--- src/photon_consts.svh ---
`ifndef PHOTON_CONSTS_SVH
`define PHOTON_CONSTS_SVH

// Sizing shared by the photon counting subsystem

// Decimal digits held by the gate counter
`define PHOTON_DIGITS 8

// One count word, four bits per BCD digit
`define PHOTON_WORD_W 32

// Number of count words the FIFO can hold
// Must stay a power of two for pointer wrap
`define PHOTON_FIFO_DEPTH 16

// Address bits for PHOTON_FIFO_DEPTH entries
`define PHOTON_FIFO_AW 4

`endif
--- src/photon_pkg.sv ---
// Types shared by the photon counter blocks
package photon_pkg;

`include "photon_consts.svh"

    ////////////////////////////////////////////////////////////////////////////
    // BCD payload
    ////////////////////////////////////////////////////////////////////////////

    // One decimal digit, legal values 0 to 9
    typedef logic [3:0] bcd_digit_t;

    // Full count, digit 0 in the lowest nibble
    typedef bcd_digit_t [`PHOTON_DIGITS-1:0] bcd_count_t;

    ////////////////////////////////////////////////////////////////////////////
    // FIFO bookkeeping
    ////////////////////////////////////////////////////////////////////////////

    // Extra MSB tells a full FIFO from an empty one
    typedef logic [`PHOTON_FIFO_AW:0] fifo_ptr_t;

endpackage

--- src/photon_counter_top.sv ---
`timescale 1ns/1ps

module photon_counter_top
    import photon_pkg::*;
(
    input  logic       clk,
    input  logic       rst_n,
    input  logic       en,
    input  logic       photon_pulse,
    input  logic       sync_50hz,
    input  logic       rd_en,
    output bcd_count_t rd_data,
    output logic       fifo_empty,
    output logic       dropped
);

    // Edge strobes
    logic       pulse_rise;
    logic       gate_close;
    // Counter to writer
    bcd_count_t count;
    logic       data_update;
    // Writer and FIFO
    logic       wr_fifo;
    bcd_count_t dout;
    logic       fifo_full;

    // Photon input conditioning
    pulse_edge_detect u_photon_edge (
        .clk   (clk),
        .rst_n (rst_n),
        .en    (en),
        .sig_in(photon_pulse),
        .rise  (pulse_rise),
        .fall  ()
    );

    // Mains sync rise closes the gate window
    pulse_edge_detect u_sync_edge (
        .clk   (clk),
        .rst_n (rst_n),
        .en    (en),
        .sig_in(sync_50hz),
        .rise  (gate_close),
        .fall  ()
    );

    bcd_gate_counter u_counter (
        .clk        (clk),
        .rst_n      (rst_n),
        .en         (en),
        .pulse_rise (pulse_rise),
        .gate_close (gate_close),
        .count      (count),
        .data_update(data_update)
    );

    count_fifo_writer u_writer (
        .clk        (clk),
        .rst_n      (rst_n),
        .data_update(data_update),
        .count      (count),
        .fifo_full  (fifo_full),
        .wr_fifo    (wr_fifo),
        .dout       (dout),
        .dropped    (dropped)
    );

    count_fifo u_fifo (
        .clk    (clk),
        .rst_n  (rst_n),
        .wr_en  (wr_fifo),
        .wr_data(dout),
        .rd_en  (rd_en),
        .rd_data(rd_data),
        .full   (fifo_full),
        .empty  (fifo_empty)
    );

endmodule

--- src/count_fifo.sv ---
`timescale 1ns/1ps

`include "photon_consts.svh"

module count_fifo
    import photon_pkg::*;
(
    input  logic       clk,
    input  logic       rst_n,
    input  logic       wr_en,
    input  bcd_count_t wr_data,
    input  logic       rd_en,
    output bcd_count_t rd_data,
    output logic       full,
    output logic       empty
);

    // Raw word storage
    logic [`PHOTON_WORD_W-1:0] mem [`PHOTON_FIFO_DEPTH];

    // Pointers with one wrap bit above the address
    fifo_ptr_t wr_ptr_q;
    fifo_ptr_t rd_ptr_q;

    // Qualified strobes
    logic do_write;
    logic do_read;

    ////////////////////////////////////////////////////////////////////////////
    // Status
    ////////////////////////////////////////////////////////////////////////////

    // Same address and same wrap bit means nothing stored
    assign empty = (wr_ptr_q == rd_ptr_q);

    // Same address but wrap bits differ
    assign full = (wr_ptr_q[`PHOTON_FIFO_AW] != rd_ptr_q[`PHOTON_FIFO_AW]) &&
                  (wr_ptr_q[`PHOTON_FIFO_AW-1:0] == rd_ptr_q[`PHOTON_FIFO_AW-1:0]);

    // Pop on empty is ignored
    assign do_read  = rd_en & ~empty;
    assign do_write = wr_en & ~full;

    ////////////////////////////////////////////////////////////////////////////
    // Pointers
    ////////////////////////////////////////////////////////////////////////////

    always_ff @(posedge clk or negedge rst_n) begin
        if (!rst_n) begin
            wr_ptr_q <= '0;
            rd_ptr_q <= '0;
        end else begin
            if (do_write) begin
                wr_ptr_q <= wr_ptr_q + 1'b1;
            end
            if (do_read) begin
                rd_ptr_q <= rd_ptr_q + 1'b1;
            end
        end
    end

    ////////////////////////////////////////////////////////////////////////////
    // Storage
    ////////////////////////////////////////////////////////////////////////////

    // Written word becomes the head one cycle later
    always_ff @(posedge clk) begin
        if (do_write) begin
            mem[wr_ptr_q[`PHOTON_FIFO_AW-1:0]] <= wr_data;
        end
    end

    // Fall-through head, valid whenever empty is low
    assign rd_data = mem[rd_ptr_q[`PHOTON_FIFO_AW-1:0]];

endmodule

--- src/count_fifo_writer.sv ---
`timescale 1ns/1ps

module count_fifo_writer
    import photon_pkg::*;
(
    input  logic       clk,
    input  logic       rst_n,
    input  logic       data_update,
    input  bcd_count_t count,
    input  logic       fifo_full,
    output logic       wr_fifo,
    output bcd_count_t dout,
    output logic       dropped
);

    // Idle, waiting for room, writing
    typedef enum logic [1:0] {
        ST_IDLE,
        ST_WAIT,
        ST_WRITE
    } wr_state_t;

    wr_state_t state_q;

    ////////////////////////////////////////////////////////////////////////////
    // Write sequencer
    ////////////////////////////////////////////////////////////////////////////

    always_ff @(posedge clk or negedge rst_n) begin
        if (!rst_n) begin
            state_q <= ST_IDLE;
            wr_fifo <= 1'b0;
            dropped <= 1'b0;
        end else begin
            case (state_q)
                ST_IDLE: begin
                    // New window result ready
                    if (data_update) begin
                        state_q <= ST_WAIT;
                    end
                end
                ST_WAIT: begin
                    // Hold dout until the FIFO has room
                    if (!fifo_full) begin
                        wr_fifo <= 1'b1;
                        state_q <= ST_WRITE;
                    end
                end
                ST_WRITE: begin
                    // Write strobe lasts one cycle
                    wr_fifo <= 1'b0;
                    state_q <= ST_IDLE;
                end
                default: begin
                    wr_fifo <= 1'b0;
                    state_q <= ST_IDLE;
                end
            endcase

            // Window closed while still busy is lost
            // Flag stays set until reset
            if (data_update && (state_q != ST_IDLE)) begin
                dropped <= 1'b1;
            end
        end
    end

    // Capture only when accepted in idle
    always_ff @(posedge clk) begin
        if (data_update && (state_q == ST_IDLE)) begin
            dout <= count;
        end
    end

endmodule

--- src/bcd_gate_counter.sv ---
`timescale 1ns/1ps

`include "photon_consts.svh"

module bcd_gate_counter
    import photon_pkg::*;
(
    input  logic       clk,
    input  logic       rst_n,
    input  logic       en,
    input  logic       pulse_rise,
    input  logic       gate_close,
    output bcd_count_t count,
    output logic       data_update
);

    // Running total of the open window
    bcd_count_t total_q;
    // Running total plus one
    bcd_count_t total_inc;
    // Value latched when the window closes
    bcd_count_t total_next;

    ////////////////////////////////////////////////////////////////////////////
    // Decimal increment
    ////////////////////////////////////////////////////////////////////////////

    // Adds one with a carry rippling digit by digit
    // Each digit rolls from 9 to 0 and carries upward
    // Past 99999999 the whole count wraps to zero
    function automatic bcd_count_t bcd_inc(input bcd_count_t val);
        bcd_count_t res;
        bcd_digit_t dig;
        logic       carry;
        res   = val;
        // Carry in of one at the least significant digit
        carry = 1'b1;
        for (int i = 0; i < `PHOTON_DIGITS; i++) begin
            dig = val[i];
            if (carry) begin
                if (dig == 4'd9) begin
                    // Roll over and pass the carry on
                    res[i] = 4'd0;
                    carry  = 1'b1;
                end else begin
                    // Absorb the carry here
                    res[i] = dig + 4'd1;
                    carry  = 1'b0;
                end
            end
        end
        return res;
    endfunction

    assign total_inc = bcd_inc(total_q);

    // Photon in the closing cycle still belongs to this window
    assign total_next = pulse_rise ? total_inc : total_q;

    ////////////////////////////////////////////////////////////////////////////
    // Window counter
    ////////////////////////////////////////////////////////////////////////////

    always_ff @(posedge clk or negedge rst_n) begin
        if (!rst_n) begin
            total_q     <= '0;
            data_update <= 1'b0;
        end else begin
            // Update is a single-cycle pulse
            data_update <= 1'b0;
            if (en) begin
                if (gate_close) begin
                    // Window closed, restart from zero
                    total_q     <= '0;
                    data_update <= 1'b1;
                end else if (pulse_rise) begin
                    total_q <= total_inc;
                end
            end
            // Counter frozen while en is low
        end
    end

    ////////////////////////////////////////////////////////////////////////////
    // Latched window result
    ////////////////////////////////////////////////////////////////////////////

    // Loaded in the same cycle that raises data_update
    always_ff @(posedge clk) begin
        if (en && gate_close) begin
            count <= total_next;
        end
    end

endmodule

--- src/pulse_edge_detect.sv ---
`timescale 1ns/1ps

module pulse_edge_detect (
    input  logic clk,
    input  logic rst_n,
    input  logic en,
    input  logic sig_in,
    output logic rise,
    output logic fall
);

    // Two-flop synchronizer stages
    logic sync_q1;
    logic sync_q2;
    // Previous synchronized level
    logic hist_q;

    ////////////////////////////////////////////////////////////////////////////
    // Synchronizer and history
    ////////////////////////////////////////////////////////////////////////////

    // Keeps running while en is low
    // so that re-enabling never sees a stale level
    always_ff @(posedge clk or negedge rst_n) begin
        if (!rst_n) begin
            sync_q1 <= 1'b0;
            sync_q2 <= 1'b0;
            hist_q  <= 1'b0;
        end else begin
            sync_q1 <= sig_in;
            sync_q2 <= sync_q1;
            hist_q  <= sync_q2;
        end
    end

    ////////////////////////////////////////////////////////////////////////////
    // Edge strobes
    ////////////////////////////////////////////////////////////////////////////

    // Registered one-cycle strobes, forced low when disabled
    always_ff @(posedge clk or negedge rst_n) begin
        if (!rst_n) begin
            rise <= 1'b0;
            fall <= 1'b0;
        end else begin
            // Low to high on the synchronized level
            rise <= en & sync_q2 & ~hist_q;
            // High to low
            fall <= en & ~sync_q2 & hist_q;
        end
    end

endmodule

--- config.mk ---
export PLATFORM = sky130hd
export DESIGN_NAME = photon_counter_top
export DESIGN_NICKNAME = d
export VERILOG_FILES = /design/src/photon_pkg.sv /design/src/photon_counter_top.sv /design/src/count_fifo.sv /design/src/count_fifo_writer.sv /design/src/bcd_gate_counter.sv /design/src/pulse_edge_detect.sv
export VERILOG_INCLUDE_DIRS = /design/src
export SDC_FILE = /design/constraint.sdc
export NUM_CORES = 1
export LEC_CHECK = 0
export BUFFER_PORTS_ARGS = -buffer_cell sky130_fd_sc_hd__buf_2
export CELL_PAD_IN_SITES_DETAIL_PLACEMENT = 1
export CELL_PAD_IN_SITES_GLOBAL_PLACEMENT = 2
export CORE_MARGIN = 8
export CORE_UTILIZATION = 30
export DETAILED_ROUTE_END_ITERATION = 6
export PLACE_DENSITY_LB_ADDON = 0.15
export SYNTH_ARGS = -nofsm -noshare
export SYNTH_HDL_FRONTEND = slang
export SYNTH_SLANG_ARGS = --single-unit
--- constraint.sdc ---
create_clock -name clk -period 7.15 [get_ports clk]
set_clock_uncertainty 0.1 [all_clocks]
set_input_delay 1.43 -clock clk [delete_from_list [all_inputs] [get_ports clk]]
set_output_delay 1.43 -clock clk [all_outputs]
set_load 0.01 [all_outputs]
After elaboration in Yosys (flattened, before gate mapping)
Memories as Yosys holds them, arrays and structs flattened.
Cells that the tools add are included.
{ "word_totals": {"regBits": 119, "ram_bits": 512, "wordCells": 121, "memories": 1} }
{ "op_classes": {"add_sub_neg": 10, "n_eq_ne": 14, "n_mux": 39, "bitwise_logic": 11, "n_reduce_logical": 8} }
{ "memory_table": {"columns": ["name", "words", "word_bits", "read_ports", "rd_clocked_by_memory_dff", "write_ports", "line_no", "text"], "rows": [
  ["u_fifo.mem", 16, 32, 1, 0, 1, "count_fifo.sv:19", "logic [`PHOTON_WORD_W-1:0] mem [`PHOTON_FIFO_DEPTH];"]
]} }
{ "op_table": {"columns": ["cell", "count"], "rows": [
  ["two-way mux 32 bit", 2],
  ["two-way mux 4 bit", 15],
  ["adder 4 x 1 -> 4 bit, second input constant", 8],
  ["equality test 4 bit, second input constant", 8],
  ["two-way mux 1 bit", 18],
  ["adder 5 x 1 -> 5 bit, second input constant", 2],
  ["bitwise AND 1 bit", 6],
  ["equality test 5 bit", 1],
  ["NOT 1 bit", 5],
  ["equality test 4 bit", 1],
  ["logical AND 1 bit", 4],
  ["two-way mux 2 bit", 2],
  ["!= test 2 bit, second input constant", 2],
  ["one-hot mux 2 bit (2 select lines)", 1],
  ["AND reduction 2 bit", 2],
  ["equality test 2 x 1 -> 1 bit, second input constant", 1],
  ["zero test 2 bit", 1],
  ["one-hot mux 1 bit (2 select lines)", 1],
  ["nonzero test 2 bit", 1],
  ["!= test 1 bit", 1]
]} }

Logic depth before layout (Yosys ltp)
{ "depth": {"ltp_word": 11, "depth_mapped": 7, "ltp_nobuf": 5} }

Hierarchy
From an unflattened synthesis, not the netlist that was laid out.
{ "unflattened": {"cells_unflattened": 1258, "hier_area_um2": 24903.9} }
{ "modules_own_cells": {"columns": ["module", "instances", "cells_per_inst", "area_each_um2"], "rows": [
  ["count_fifo", 1, 862, 19946.6],
  ["bcd_gate_counter", 1, 336, 3547.2],
  ["count_fifo_writer", 1, 46, 1124.8],
  ["pulse_edge_detect", 2, 7, 142.6]
]} }

Least setup slack after synthesis
No wires, ideal clock.
{ "synth_timing": {"path_type": "register -> register", "startpoint": "reg u_fifo.rd_ptr_q[0]", "endpoint": "mem u_fifo.mem[0][0] (netlist name), enable pin", "setup_time_ns": 0.513, "t_arrival_ns": 4.544, "slack_ns": 1.993, "path_stages_with_launch": 7, "n_path_buf": 2, "synth_period_minus_slack_ns": 5.157, "path_cell_list": "dfrtp_1 > clkbuf_1 > clkbuf_1 > xnor2_1 > nand4_1 > o21ai_1 > nor4b_1"} }
{ "synth_between": {"elab_chain_len": 6} }
{ "synth_rtl": {"columns": ["element", "line_no", "text"], "rows": [
  ["from (decl)", "count_fifo.sv:23", "fifo_ptr_t rd_ptr_q;"],
  ["from (signal assigned)", "count_fifo.sv:57", "rd_ptr_q <= rd_ptr_q + 1'b1;"],
  ["equality test 4 bit", "count_fifo.sv:38", "(wr_ptr_q[`PHOTON_FIFO_AW-1:0] == rd_ptr_q[`PHOTON_FIFO_AW-1:0]);"],
  ["logical AND 1 bit", "count_fifo.sv:37", "assign full = (wr_ptr_q[`PHOTON_FIFO_AW] != rd_ptr_q[`PHOTON_FIFO_AW]) &&"],
  ["NOT 1 bit", "count_fifo.sv:42", "assign do_write = wr_en & ~full;"],
  ["bitwise AND 1 bit", "count_fifo.sv:42", null],
  ["two-way mux 1 bit", "count_fifo.sv:68", "if (do_write) begin"],
  ["two-way mux 1 bit", "count_fifo.sv:69", "mem[wr_ptr_q[`PHOTON_FIFO_AW-1:0]] <= wr_data;"],
  ["to (decl)", "count_fifo.sv:19", null]
]} }
Every way passes these cells.

==> results.json <==
{
  "outcome": "completed",
  "crit_top_cell": "mux4_2",
  "seq_area_frac_synth_pct": 75.9,
  "grt_overflow_total": 0,
  "n_antenna_cell": 0,
  "numClockSinks": 631,
  "drt-total-wl_um": 63600,
  "synth_top_area_cell": "edfxtp_1",
  "grt_usage_pct": 14.0,
  "initialDrtViolationCount": 798,
  "synth_area_per_cell_sq_um": 20.7,
  "holdWs_ns": 0.250,
  "drc": 0,
  "synthCells": 1190,
  "arrival_ns": 3.39,
  "numCtsBuffers": 74,
  "cts_tree": "built",
  "dr_total_vias": 11699,
  "cts.clk_slew.worst_paths_ns": 0.05,
  "rows": 105,
  "synth_area_leaders": "edfxtp_1, mux4_2, dfrtp_1",
  "clockRootBuffer": "clkbuf_16",
  "ys_types": 60,
  "synthesis.area_sq_mm": 0.0246,
  "port_buffers": 39,
  "min_path_type": "reg -> reg",
  "dp_slack_ns": 2.75,
  "die_h_um": 302,
  "gp_congestion": 0.680,
  "core_area_sq_mm": 0.0817,
  "syn_nets": 1201,
  "max_clock_freq_ghz": 0.203,
  "cellLeakagePower_nw": 9.12,
  "hold_viol_final": 0,
  "finalSetupTns_ns": 0,
  "vdd_ir_drop_max_mv": 0.161,
  "cts_hold_repair.buffers": 0,
  "ys_ff_latch": 631,
  "relSlewSlack_pct": 29.7,
  "grt_first_pass_wirelength_um": 92600,
  "nFillCells": 7983,
  "drv_slew": 0,
  "synth_warnings": 0,
  "die_w_um": 302,
  "ant_nets": 0,
  "post_cts_resized": 0,
  "setup_slack_ns": 2.23,
  "synth_top_area_share_pct": 70.3,
  "critPathKind": "reg -> out",
  "critPathBufInv": 2,
  "clock_latency_ns": 0.59,
  "place_hpwl_um": 31900,
  "fin_cells": 2384,
  "period_needed_ns": 4.92,
  "nets": 1270,
  "wl_per_cell_um": 26.7,
  "cp-start-kind": "flip-flop",
  "drive_gt1_share_pct": 26.9,
  "die-area_sq_mm": 0.0915,
  "rsz0062_at_grt": "false",
  "dp.cells": 2253,
  "async_flop_share_pct": 8.72,
  "grt_max_degree": 56,
  "initial_core_util_pct": 30.1,
  "cts.path.max_buffers": 3,
  "cap_violations": 0,
  "synthFlopType": "edfxtp_1",
  "setup_violations": 0,
  "cpLargestDelayFamily": "multiplexers",
  "critical-path-max-stage-delay_ns": 0.94,
  "h-tree-depth": 3,
  "grt_pass1_vias": 12664,
  "cp_slowest_cell": "dfrtp_4",
  "routed_via_density": 4.91,
  "worst_pin_slew_ns": 1.06,
  "min_period_over_period_pct": 68.8,
  "cts_setup_buffers": 0,
  "crit_required_ns": 5.62,
  "dr.pass1.iters": 4,
  "antenna_found_initial": 1,
  "crit_chain": "buf_12 > mux4_2 > mux4_2 > buf_2",
  "area_delta_synth_final_pct": 15.6,
  "cp-end-kind": "output pin",
  "num_io_pins": 40,
  "crit_path_max_fanout": 52,
  "p_per_area_mw_per_mm2": 385,
  "synth_edf_count": 576
}
metal layers:
metal / part of all wire, % / vias to the layer above / track usage (%) / wire (um)
li1: - / 5059 / - / -
met1: 44 / 6386 / 18.5 / 28300
met2: 50 / 177 / 23.8 / 32000
met3: 3.6 / 77 / 2.33 / 2290
met4: 1.6 / 0 / 3.47 / 1010
met5: 0 / - / 0 / 0
synth_stat cells, types with 3 or more instances:
cell type and number:
and3_1 9, o31ai_1 12, dfrtp_1 55, mux4_2 160, nand2b_1 5, a21oi_1 16, buf_1 7, nand2_1 47
o211ai_1 4, nor3_1 8, nand3_1 14, ha_1 5, nor2_1 18, or3_1 5, a21o_1 6, a31oi_1 8
buf_2 16, nor4b_1 4, xnor2_1 25, or4_1 3, nor3b_1 8, o41ai_1 4, nand4_1 8, edfxtp_1 576
o21a_1 3, xor2_1 5, o21ai_0 39, clkbuf_1 45, o21ai_1 5, inv_1 18, nor2b_1 14
final cells by class:
cell class,instances,area (sq um),area share [%]
Clock buffer,84,1920,6.75
Clock inverter,47,387,1.36
Inverter,18,67.6,0.237
Multi-Input combinational cell,471,5660,19.9
Sequential cell,631,18700,65.6
Tap cell,1070,1340,4.70
Timing Repair Buffer,63,400,1.41
worst register-to-register path: cells and delay by family, from the launching register on:
| kind | cells | cell delay (ns) |
|---|---|---|
| buffers and inverters | 3 | 1.61 |
| AND/OR/NAND/NOR | 2 | 0.44 |
| XOR/XNOR | 1 | 0.13 |
| flip-flops | 1 | 0.94 |
| AO/OA/AOI/OAI | 1 | 0.34 |
path summary, 6_finish.rpt:
path                                     startpoint                     to  slack [ns]  cells after the start
worst min register to register  u_sync_edge.sync_q1    u_sync_edge.sync_q2        0.25                      0
worst min-delay path            u_sync_edge.sync_q1    u_sync_edge.sync_q2        0.25                      0
worst max register to register   u_fifo.rd_ptr_q[0]      u_fifo.mem[15][5]        3.25                      7
max in group asynchronous                     rst_n     u_fifo.rd_ptr_q[3]        5.32                      2
min in group asynchronous                     rst_n  u_photon_edge.sync_q1        0.89                      2
worst max-delay path             u_fifo.rd_ptr_q[0]             rd_data[5]        2.23                      4
through the flow:
stage | utilization [%] | cell area (sq um) | power, mW
after floorplan | - | 24600 | 6.48
after global placement | 32.0 | 26200 | 7.52
after detailed placement | 32.0 | 26200 | 7.54
after CTS | 34.8 | 28500 | 11.2
after global routing | 34.8 | 28500 | 11.5
final | 34.8 | 28500 | 10.9
state kept, by name, summed over array words and instances (netlist names):
name / flops
u_counter.total_q: 32
u_sync_edge.rise: 1
u_fifo.rd_ptr_q: 5
u_photon_edge.rise: 1
u_writer.wr_fifo: 1
u_counter.count: 32
u_photon_edge.sync_q1: 1
u_writer.dropped: 1
u_writer.dout: 32
u_sync_edge.sync_q1: 1
u_sync_edge.hist_q: 1
u_fifo.wr_ptr_q: 5
u_writer.state_q: 2
u_fifo.mem: 512
u_sync_edge.sync_q2: 1
u_photon_edge.hist_q: 1
u_photon_edge.sync_q2: 1
u_counter.data_update: 1
kinds of logic (layout without fill, tap and decap cells):
logic type,Yosys count,in the layout,synth area share [%]
flip-flops,631,631,75.9
XOR/XNOR,30,30,1.07
multiplexers,161,161,14.7
buffers and inverters,88,212,1.44
adder cells (fa/ha/maj),5,5,0.254
AO/OA/AOI/OAI,112,112,2.84
AND/OR/NAND/NOR,163,163,3.86
layout by cell type, fill, tap and decap left out, types with 16 or more instances in the layout:
cell / instances
clkinv_1: 23
nor2_1: 18
edfxtp_1: 576
buf_4: 22
inv_1: 17
a21oi_1: 16
clkbuf_16: 75
o21ai_0: 39
nand2_1: 47
dfrtp_1: 51
buf_2: 39
xnor2_1: 25
mux4_2: 160
where the power goes:
group / internal, mW / total (mW) / switching [mW]
registers: 4.41 / 4.83 / 0.426
logic: 1.27 / 2.50 / 1.23
clock network: 2.14 / 3.61 / 1.47
(Power assumes the default switching activity.)
